[src/tcb_pkg.sv]
package tcb_pkg;

  ////////////////////////////////////////////////////////////////////////////
  // bus widths
  ////////////////////////////////////////////////////////////////////////////

  // byte address
  localparam int unsigned ADR_W = 16;
  // data bus
  localparam int unsigned DAT_W = 32;
  // one enable per data byte
  localparam int unsigned BEN_W = DAT_W / 8;

  // cycles from transfer to response, fixed in this subsystem
  localparam int unsigned DLY = 1;

  ////////////////////////////////////////////////////////////////////////////
  // transfer size
  ////////////////////////////////////////////////////////////////////////////

  // logarithmic size, bytes = 2**siz
  typedef enum logic [1:0] {
    SIZ_BYTE = 2'd0,
    SIZ_HALF = 2'd1,
    SIZ_WORD = 2'd2
  } siz_t;

endpackage : tcb_pkg
[src/tcb_map_pkg.sv]
package tcb_map_pkg;

  ////////////////////////////////////////////////////////////////////////////
  // address map
  ////////////////////////////////////////////////////////////////////////////

  // top address bit picks the subordinate
  localparam int unsigned REGION_BIT = tcb_pkg::ADR_W - 1;

  // lower half memory, upper half fifo
  typedef enum logic {
    REGION_MEM  = 1'b0,
    REGION_FIFO = 1'b1
  } region_t;

  ////////////////////////////////////////////////////////////////////////////
  // fifo port states
  ////////////////////////////////////////////////////////////////////////////

  // busy lasts exactly one cycle after each access
  typedef enum logic {
    FIFO_IDLE = 1'b0,
    FIFO_BUSY = 1'b1
  } fifo_state_t;

endpackage : tcb_map_pkg

[src/tcb_subsystem.sv]
`timescale 1ns/1ps

module tcb_subsystem #(
  parameter int unsigned MEM_WORDS  = 64,
  parameter int unsigned FIFO_DEPTH = 4
) (
  input  logic                      sub,
  input  logic                      reset,
  // request from the manager
  input  logic                      vld,
  output logic                      rdy,
  input  logic                      wen,
  input  logic [tcb_pkg::ADR_W-1:0] adr,
  input  tcb_pkg::siz_t             siz,
  input  logic [tcb_pkg::BEN_W-1:0] ben,
  input  logic [tcb_pkg::DAT_W-1:0] wdt,
  // response
  output logic [tcb_pkg::DAT_W-1:0] rdt,
  output logic                      err,
  output logic                      rsp_vld
);

  import tcb_pkg::*;

  // slice to interconnect and subordinates
  logic             man_vld;
  logic             man_rdy;
  logic             man_wen;
  logic [ADR_W-1:0] man_adr;
  siz_t             man_siz;
  logic [BEN_W-1:0] man_ben;
  logic [DAT_W-1:0] man_wdt;

  // memory side
  logic             mem_vld;
  logic             mem_rdy;
  logic [DAT_W-1:0] mem_rdt;
  logic             mem_err;

  // fifo side
  logic             fifo_vld;
  logic             fifo_rdy;
  logic [DAT_W-1:0] fifo_rdt;
  logic             fifo_err;

  tcb_register_backpressure slice_i (
    .sub, .reset,
    .sub_vld (vld), .sub_rdy (rdy), .sub_wen (wen), .sub_adr (adr),
    .sub_siz (siz), .sub_ben (ben), .sub_wdt (wdt),
    .man_vld, .man_rdy, .man_wen, .man_adr, .man_siz, .man_ben, .man_wdt
  );

  tcb_interconnect interconnect_i (
    .sub, .reset,
    .vld (man_vld), .adr (man_adr), .rdy (man_rdy),
    .mem_vld, .mem_rdy, .mem_rdt, .mem_err,
    .fifo_vld, .fifo_rdy, .fifo_rdt, .fifo_err,
    .rdt, .err, .rsp_vld
  );

  // request fields shared by both subordinates
  tcb_mem #(.MEM_WORDS (MEM_WORDS)) mem_i (
    .sub, .reset,
    .vld (mem_vld), .rdy (mem_rdy), .wen (man_wen), .adr (man_adr),
    .siz (man_siz), .ben (man_ben), .wdt (man_wdt), .rdt (mem_rdt), .err (mem_err)
  );

  tcb_fifo_port #(.FIFO_DEPTH (FIFO_DEPTH)) fifo_i (
    .sub, .reset,
    .vld (fifo_vld), .rdy (fifo_rdy), .wen (man_wen), .wdt (man_wdt),
    .rdt (fifo_rdt), .err (fifo_err)
  );

endmodule : tcb_subsystem

[src/tcb_interconnect.sv]
`timescale 1ns/1ps

module tcb_interconnect (
  input  logic                      sub,
  input  logic                      reset,
  // upstream request
  input  logic                      vld,
  input  logic [tcb_pkg::ADR_W-1:0] adr,
  output logic                      rdy,
  // memory subordinate
  output logic                      mem_vld,
  input  logic                      mem_rdy,
  input  logic [tcb_pkg::DAT_W-1:0] mem_rdt,
  input  logic                      mem_err,
  // fifo subordinate
  output logic                      fifo_vld,
  input  logic                      fifo_rdy,
  input  logic [tcb_pkg::DAT_W-1:0] fifo_rdt,
  input  logic                      fifo_err,
  // combined response
  output logic [tcb_pkg::DAT_W-1:0] rdt,
  output logic                      err,
  output logic                      rsp_vld
);

  import tcb_map_pkg::*;

  region_t sel;
  region_t rsp_sel;
  logic    trn;

  ////////////////////////////////////////////////////////////////////////////
  // request decode
  ////////////////////////////////////////////////////////////////////////////

  assign sel = region_t'(adr[REGION_BIT]);

  // valid only toward the addressed one
  assign mem_vld  = vld & (sel == REGION_MEM);
  assign fifo_vld = vld & (sel == REGION_FIFO);

  // ready from the addressed one
  assign rdy = (sel == REGION_FIFO) ? fifo_rdy : mem_rdy;
  assign trn = vld & rdy;

  ////////////////////////////////////////////////////////////////////////////
  // response combine
  ////////////////////////////////////////////////////////////////////////////

  // remember where the last transfer went
  always_ff @(posedge sub) begin
    if (reset) begin
      rsp_sel <= REGION_MEM;
      rsp_vld <= 1'b0;
    end else begin
      rsp_vld <= trn;
      if (trn) begin
        rsp_sel <= sel;
      end
    end
  end

  // subordinates hold their outputs until the next transfer
  assign rdt = (rsp_sel == REGION_FIFO) ? fifo_rdt : mem_rdt;
  assign err = (rsp_sel == REGION_FIFO) ? fifo_err : mem_err;

  // at most one subordinate addressed
  assert property (@(posedge sub) disable iff (reset) !(mem_vld && fifo_vld));

endmodule : tcb_interconnect

[src/tcb_fifo_port.sv]
`timescale 1ns/1ps

module tcb_fifo_port #(
  parameter int unsigned FIFO_DEPTH = 4
) (
  input  logic                      sub,
  input  logic                      reset,
  input  logic                      vld,
  output logic                      rdy,
  input  logic                      wen,
  input  logic [tcb_pkg::DAT_W-1:0] wdt,
  output logic [tcb_pkg::DAT_W-1:0] rdt,
  output logic                      err
);

  import tcb_pkg::*;
  import tcb_map_pkg::*;

  localparam int unsigned PTR_W = $clog2(FIFO_DEPTH);

  // pointers wrap by overflow
  if (FIFO_DEPTH != 2**PTR_W) begin : g_depth_check
    $error("FIFO_DEPTH = %0d is not a power of two", FIFO_DEPTH);
  end

  logic [DAT_W-1:0] fifo_mem [FIFO_DEPTH];
  logic [PTR_W-1:0] wr_ptr;
  logic [PTR_W-1:0] rd_ptr;
  logic [PTR_W:0]   cnt;
  fifo_state_t      state;
  logic             trn;
  logic             full;
  logic             empty;
  logic             push;
  logic             pop;

  ////////////////////////////////////////////////////////////////////////////
  // access timing
  ////////////////////////////////////////////////////////////////////////////

  assign rdy = (state == FIFO_IDLE);
  assign trn = vld & rdy;

  // one busy cycle after every access
  always_ff @(posedge sub) begin
    if (reset) begin
      state <= FIFO_IDLE;
    end else begin
      case (state)
        FIFO_IDLE: state <= trn ? FIFO_BUSY : FIFO_IDLE;
        FIFO_BUSY: state <= FIFO_IDLE;
        default:   state <= FIFO_IDLE;
      endcase
    end
  end

  ////////////////////////////////////////////////////////////////////////////
  // storage
  ////////////////////////////////////////////////////////////////////////////

  assign full  = (cnt == (PTR_W+1)'(FIFO_DEPTH));
  assign empty = (cnt == '0);
  // overflow and underflow are dropped
  assign push  = trn &  wen & ~full;
  assign pop   = trn & ~wen & ~empty;

  always_ff @(posedge sub) begin
    if (push) begin
      fifo_mem[wr_ptr] <= wdt;
    end
  end

  always_ff @(posedge sub) begin
    if (reset) begin
      wr_ptr <= '0;
      rd_ptr <= '0;
      cnt    <= '0;
    end else if (push) begin
      wr_ptr <= wr_ptr + PTR_W'(1);
      cnt    <= cnt + (PTR_W+1)'(1);
    end else if (pop) begin
      rd_ptr <= rd_ptr + PTR_W'(1);
      cnt    <= cnt - (PTR_W+1)'(1);
    end
  end

  // zero unless popping
  always_ff @(posedge sub) begin
    if (trn) begin
      rdt <= pop ? fifo_mem[rd_ptr] : '0;
    end
  end

  always_ff @(posedge sub) begin
    if (reset) begin
      err <= 1'b0;
    end else if (trn) begin
      err <= wen ? full : empty;
    end
  end

  assert property (@(posedge sub) disable iff (reset) cnt <= FIFO_DEPTH);

endmodule : tcb_fifo_port

[src/tcb_mem.sv]
`timescale 1ns/1ps

module tcb_mem #(
  parameter int unsigned MEM_WORDS = 64
) (
  input  logic                      sub,
  input  logic                      reset,
  input  logic                      vld,
  output logic                      rdy,
  input  logic                      wen,
  input  logic [tcb_pkg::ADR_W-1:0] adr,
  input  tcb_pkg::siz_t             siz,
  input  logic [tcb_pkg::BEN_W-1:0] ben,
  input  logic [tcb_pkg::DAT_W-1:0] wdt,
  output logic [tcb_pkg::DAT_W-1:0] rdt,
  output logic                      err
);

  import tcb_pkg::*;

  localparam int unsigned IDX_W = $clog2(MEM_WORDS);

  logic [DAT_W-1:0] mem [MEM_WORDS];
  logic [IDX_W-1:0] idx;
  logic             mis;
  logic             trn;

  // never stalls
  assign rdy = 1'b1;
  assign trn = vld & rdy;

  // word address, wraps at the memory depth
  assign idx = IDX_W'(adr[ADR_W-1:2] % MEM_WORDS);

  // alignment by transfer size
  always_comb begin
    case (siz)
      SIZ_BYTE: mis = 1'b0;
      SIZ_HALF: mis = adr[0];
      SIZ_WORD: mis = |adr[1:0];
      // wider than the bus
      default:  mis = 1'b1;
    endcase
  end

  // aligned writes, enabled bytes only
  always_ff @(posedge sub) begin
    for (int unsigned b = 0; b < BEN_W; b++) begin
      if (trn & wen & ~mis & ben[b]) begin
        mem[idx][8*b +: 8] <= wdt[8*b +: 8];
      end
    end
  end

  // read data, zero for writes and misaligned access
  always_ff @(posedge sub) begin
    if (trn) begin
      rdt <= (wen | mis) ? '0 : mem[idx];
    end
  end

  always_ff @(posedge sub) begin
    if (reset) begin
      err <= 1'b0;
    end else if (trn) begin
      err <= mis;
    end
  end

endmodule : tcb_mem

[src/tcb_register_backpressure.sv]
`timescale 1ns/1ps

module tcb_register_backpressure (
  input  logic                      sub,
  input  logic                      reset,
  // upstream, manager connects here
  input  logic                      sub_vld,
  output logic                      sub_rdy,
  input  logic                      sub_wen,
  input  logic [tcb_pkg::ADR_W-1:0] sub_adr,
  input  tcb_pkg::siz_t             sub_siz,
  input  logic [tcb_pkg::BEN_W-1:0] sub_ben,
  input  logic [tcb_pkg::DAT_W-1:0] sub_wdt,
  // downstream, toward the interconnect
  output logic                      man_vld,
  input  logic                      man_rdy,
  output logic                      man_wen,
  output logic [tcb_pkg::ADR_W-1:0] man_adr,
  output tcb_pkg::siz_t             man_siz,
  output logic [tcb_pkg::BEN_W-1:0] man_ben,
  output logic [tcb_pkg::DAT_W-1:0] man_wdt
);

  import tcb_pkg::*;

  ////////////////////////////////////////////////////////////////////////////
  // held request
  ////////////////////////////////////////////////////////////////////////////

  logic             tmp_wen;
  logic [ADR_W-1:0] tmp_adr;
  siz_t             tmp_siz;
  logic [BEN_W-1:0] tmp_ben;
  logic [DAT_W-1:0] tmp_wdt;

  // capture when accepted upstream but downstream stalls
  always_ff @(posedge sub) begin
    if (sub_vld & sub_rdy & ~man_rdy) begin
      tmp_wen <= sub_wen;
      tmp_adr <= sub_adr;
      tmp_siz <= sub_siz;
      tmp_ben <= sub_ben;
      // only enabled write bytes
      for (int unsigned b = 0; b < BEN_W; b++) begin
        if (sub_wen & sub_ben[b]) begin
          tmp_wdt[8*b +: 8] <= sub_wdt[8*b +: 8];
        end
      end
    end
  end

  // live request while ready, held one otherwise
  assign man_vld = sub_rdy ? sub_vld : 1'b1;
  assign man_wen = sub_rdy ? sub_wen : tmp_wen;
  assign man_adr = sub_rdy ? sub_adr : tmp_adr;
  assign man_siz = sub_rdy ? sub_siz : tmp_siz;
  assign man_ben = sub_rdy ? sub_ben : tmp_ben;
  assign man_wdt = sub_rdy ? sub_wdt : tmp_wdt;

  ////////////////////////////////////////////////////////////////////////////
  // upstream ready register
  ////////////////////////////////////////////////////////////////////////////

  always_ff @(posedge sub) begin
    if (reset) begin
      sub_rdy <= 1'b1;
    end else if (sub_rdy) begin
      // drop after a stalled acceptance
      sub_rdy <= ~(sub_vld & ~man_rdy);
    end else begin
      // back up once the held request leaves
      sub_rdy <= man_rdy;
    end
  end

  // a held request is always offered downstream
  assert property (@(posedge sub) disable iff (reset) !sub_rdy |-> man_vld);

  // held fields do not move until taken
  assert property (@(posedge sub) disable iff (reset)
    !sub_rdy && !man_rdy |=> $stable({man_wen, man_adr, man_siz, man_ben, man_wdt}));

endmodule : tcb_register_backpressure

[config.mk]
export PLATFORM = sky130hd
export DESIGN_NAME = tcb_subsystem
export DESIGN_NICKNAME = d
export VERILOG_FILES = /design/src/tcb_pkg.sv /design/src/tcb_map_pkg.sv /design/src/tcb_subsystem.sv /design/src/tcb_interconnect.sv /design/src/tcb_fifo_port.sv /design/src/tcb_mem.sv /design/src/tcb_register_backpressure.sv
export SDC_FILE = /design/constraint.sdc
export NUM_CORES = 2
export LEC_CHECK = 0
export ABC_AREA = 0
export BUFFER_PORTS_ARGS = -buffer_cell sky130_fd_sc_hd__buf_2
export CAP_MARGIN = 20
export CORE_MARGIN = 3
export CORE_UTILIZATION = 55
export DETAILED_ROUTE_END_ITERATION = 16
export PLACE_DENSITY = 0.7
export SLEW_MARGIN = 30
export SYNTH_ARGS = -nofsm -noshare
export SYNTH_HDL_FRONTEND = slang
export SYNTH_SLANG_ARGS = --single-unit
[constraint.sdc]
create_clock -name sub -period 2.9 [get_ports sub]
set_input_delay 0.29 -clock sub [delete_from_list [all_inputs] [get_ports sub]]
set_output_delay 0.29 -clock sub [all_outputs]
set_load 0.05 [all_outputs]
==> impl_metrics.py <==
metrics = {
    "run_status": {
        "run_status": "finished, final reports clean",
    },
    "sta": {
        "worst_slew_margin_rel": 0.4412,
        "fin_worst_skew_ns": 0.03578,
        "finalMaxSlewViolations": 0,
        "final-setup-viol-count": 0,
        "max_slew.worst_pin.slew_ns": 0.8382,
        "setup_ws_ns": 0.009444,
        "fin_crit_ns": 2.891,
        "final_min_period_over_clock_period": 0.9967,
        "endpoints_failing_hold": 0,
        "fmax_mhz": 346.0,
    },
    "pwr": {
        "report.power.total_mw": 67.41,
        "clock_power_share": 0.408,
        "power_leakage_nw": 30.62,
        "p_seq_frac": 0.545,
        "power_frac_comb": 0.047,
        "switchingPower_mw": 14.07,
        "ir_drop_mv": 0.5397,
        "power_density_nw_per_um2": 675.0,
        "netSwitchingFraction": 0.2087,
        "intPower_mw": 53.35,
    },
    "setup_path": {
        "worstSetupPathType": "register to register",
        "crit_path_max_fanout": 32,
        "critical_path.endpoint_type": "register",
        "worstPathRequired_ns": 3.46,
        "worstPathArrival_ns": 3.45,
        "critical_path.cell_chain": "buf_4 -> nand2b_2 -> o22ai_4 -> buf_12 -> buf_4 -> buf_4 -> a22oi_1 -> a41oi_2 -> nor4_4 -> a21oi_1",
        "cp_slowest_stage_delay_ns": 0.43,
        "cp_slowest_cell": "edfxtp_1",
        "setup_crit_start_kind": "register",
        "critical-path-top-cell-by-count": "buf_4",
    },
    "detailed_routing": {
        "drt-pass1-iter-count": 6,
        "drc": 0,
        "antenna_left": 0,
        "average_routed_wire_per_standard_cell_um": 29.67,
        "detailed_route_wire_length_um": 219100,
        "dr_total_vias": 48820,
        "drtIter0Drc": 6292,
        "viasPerCell": 6.612,
    },
    "floorplan": {
        "ios": 93,
        "start_util": 0.5561,
        "row_count": 143,
        "fp.dieH_um": 398.6,
        "die_area_um2": 158900,
        "die-width_um": 398.6,
        "floorplan.core_area_um2": 152400,
    },
    "cells_and_area": {
        "instances_no_fill": 7383,
        "final_core_util": 0.6552,
        "post_route_cells_drive_above_1_share": 0.2221,
        "final_nets": 5233,
        "synth_to_final_area_change_pct": 17.82,
    },
    "clocking": {
        "number_of_h_tree_levels": 4,
        "cts_tree": "built",
        "cts.path.max_buffers": 3,
        "cts-root-buf": "clkbuf_16",
        "worst_setup_hold_path_clk_slew_ns": 0.07,
        "clk-insertion-delay-late_ns": 0.84,
        "cts.sink_count": 2301,
        "cts_buffers": 212,
    },
    "logic_synthesis": {
        "total_of_flip_flops_plus_latches_after_synthesis": 2301,
        "mappedNetlistArea_um2": 84770,
        "ys_types": 49,
        "post-synth-top-count-cell": "edfxtp_1",
        "avgSynthCellArea_um2": 18.60,
        "yosys.area.top_type_share": 0.8105,
        "number_of_synthesis_warnings": 0,
        "synth_flop_cell": "edfxtp_1",
        "synthesis.nets": 4621,
        "postSynth.asyncResetShare": 0,
        "synth_top_cell_by_area": "edfxtp_1",
        "post_synth_most_frequent_cells": "edfxtp_1, a22oi_1, a41oi_1",
        "sequential_share_of_the_synthesized_area": 0.8136,
        "synth-edff-count": 2288,
        "instance_count_of_the_mapped_netlist": 4558,
        "synth.area.top_cells": "edfxtp_1, a22oi_1, a41oi_1, nor3_1, mux2_2",
    },
    "global_routing": {
        "grt_first_pass_wirelength_um": 319800,
        "first_global_vias": 47860,
        "grt_start_max_net_pins": 69,
        "antenna_found_initial": 4,
        "gr-total-overflow": 0,
        "groute.usage.overall": 0.2746,
    },
    "placement": {
        "dp.final_hpwl_um": 132400,
        "gp_routability_congestion": 0.8568,
        "pre_cts_slack_ns": -0.3615,
        "port_buffers": 85,
        "post-place-cells": 6922,
    },
    "hold_path": {
        "hold_class": "input port to register",
    },
    "flow_run": {
        "drv_cap": 0,
    },
}
==> layout make-up <==
class,count,area [um^2]
sequential,2301,68970
fill,9920,52570
multi-input combinational,1910,15020
timing repair buffer,736,6460
clock buffer,264,5628
tap,2030,2540
clock inverter,129,1206
inverter,9,33.78
antenna,4,10.01
==> layout by cell type, fill, tap and decap left out, types with 32 or more instances in the layout <==
cell type / n
mux2_2: 75
buf_4: 515
buf_12: 80
clkinv_2: 34
edfxtp_1: 2288
nor2_1: 83
clkinv_1: 61
a41oi_1: 228
clkbuf_16: 218
mux4_2: 32
nor2b_1: 37
nor3_1: 178
dlygate4sd3_1: 51
a21oi_1: 36
a22oi_1: 1010
buf_2: 85
clkbuf_1: 46
nor4_1: 45
==> power by group through the flow <==
stage / combinational (mW) / sequential [mW] / clock, mW
6_report: 3.16 / 36.8 / 27.5
5_1_grt: 3.32 / 36.7 / 29.0
2_1_floorplan: 1.54 / 37.4 / 0
4_1_cts: 3.10 / 36.8 / 27.7
3_3_place_gp: 2.93 / 37.5 / 0
3_5_place_dp: 3.01 / 37.5 / 0
==> final timing paths <==
| path | from | endpoint | slack (ns) | cells past startpoint |
|---|---|---|---|---|
| max | slice_i.tmp_adr[2] | mem_i.rdt[10] | 0.009 | 10 |
| min | wdt[21] | slice_i.tmp_wdt[21] | 0.18 | 2 |
| max reg2reg | slice_i.tmp_adr[2] | mem_i.rdt[10] | 0.009 | 10 |
| min reg2reg | mem_i.err | mem_i.err | 0.50 | 2 |
==> worst max-delay path: cells and delay by family (launching register included) <==
kind / cells / cell delay, ns
simple gates: 2 / 0.57
buf+inv: 4 / 0.77
flops: 1 / 0.43
compound gates: 4 / 0.79
==> per-stage QoR <==
| stage | cell area, um^2 | hold slack [ns] | setup TNS [ns] |
|---|---|---|---|
| 5_1_grt | 99860 | 0.1665 | -0.4891 |
| 3_5_place_dp | 91930 | 0.4826 | -3.664 |
| 2_1_floorplan | 84790 | 0.3628 | -270.66 |
| 4_1_cts | 99490 | 0.1395 | 0 |
| 3_3_place_gp | 91910 | 0.4753 | -2.253 |
| 6_report | 99870 | 0.1807 | 0 |
==> routing by layer <==
| metal | wire length [um] | global-route usage | share of wire | vias to the layer above |
|---|---|---|---|---|
| li1 | - | - | - | 20620 |
| met1 | 83830 | 0.3866 | 0.38 | 24880 |
| met2 | 106400 | 0.4387 | 0.49 | 2927 |
| met3 | 21220 | 0.04646 | 0.097 | 386 |
| met4 | 7651 | 0.09822 | 0.035 | 2 |
| met5 | 13 | 0 | 0.000059 | - |
==> cells by family (layout without fill, tap and decap cells) <==
group | Yosys count | in the layout | synth area share
muxes | 118 | 118 | 0.01976
DFF | 2301 | 2301 | 0.8136
adders and majority gates | 5 | 5 | 0.0008266
AOI/OAI and AO/OA | 1345 | 1345 | 0.1223
xor gates and xnor gates | 5 | 5 | 0.0005167
and+or+nand+nor | 437 | 437 | 0.02587
other | 0 | 4 | 0
buffers and inverters | 347 | 1138 | 0.01717
==> state kept, by name, indices dropped and copies added, names as in the netlist, 2 cells and up <==
| signal | cells |
|---|---|
| fifo_i.fifo_mem | 128 |
| mem_i.mem | 2048 |
| fifo_i.rd_ptr | 2 |
| fifo_i.rdt | 32 |
| slice_i.tmp_wdt | 32 |
| mem_i.rdt | 32 |
| fifo_i.cnt | 3 |
| slice_i.tmp_ben | 4 |
| fifo_i.wr_ptr | 2 |
| slice_i.tmp_siz | 2 |
| slice_i.tmp_adr | 9 |
==> what timing repair did <==
| action | CTS | global route |
|---|---|---|
| endpoints found under the setup margin | 36 | 59 |
| endpoints found under the hold margin | 61 | 0 |
| pin swaps | 7 | 10 |
| resized for setup | 24 | 47 |
| buffers inserted | 8 | 5 |
| hold buffers | 51 | 0 |
No activity file was read; power rests on OpenSTA's default activity.
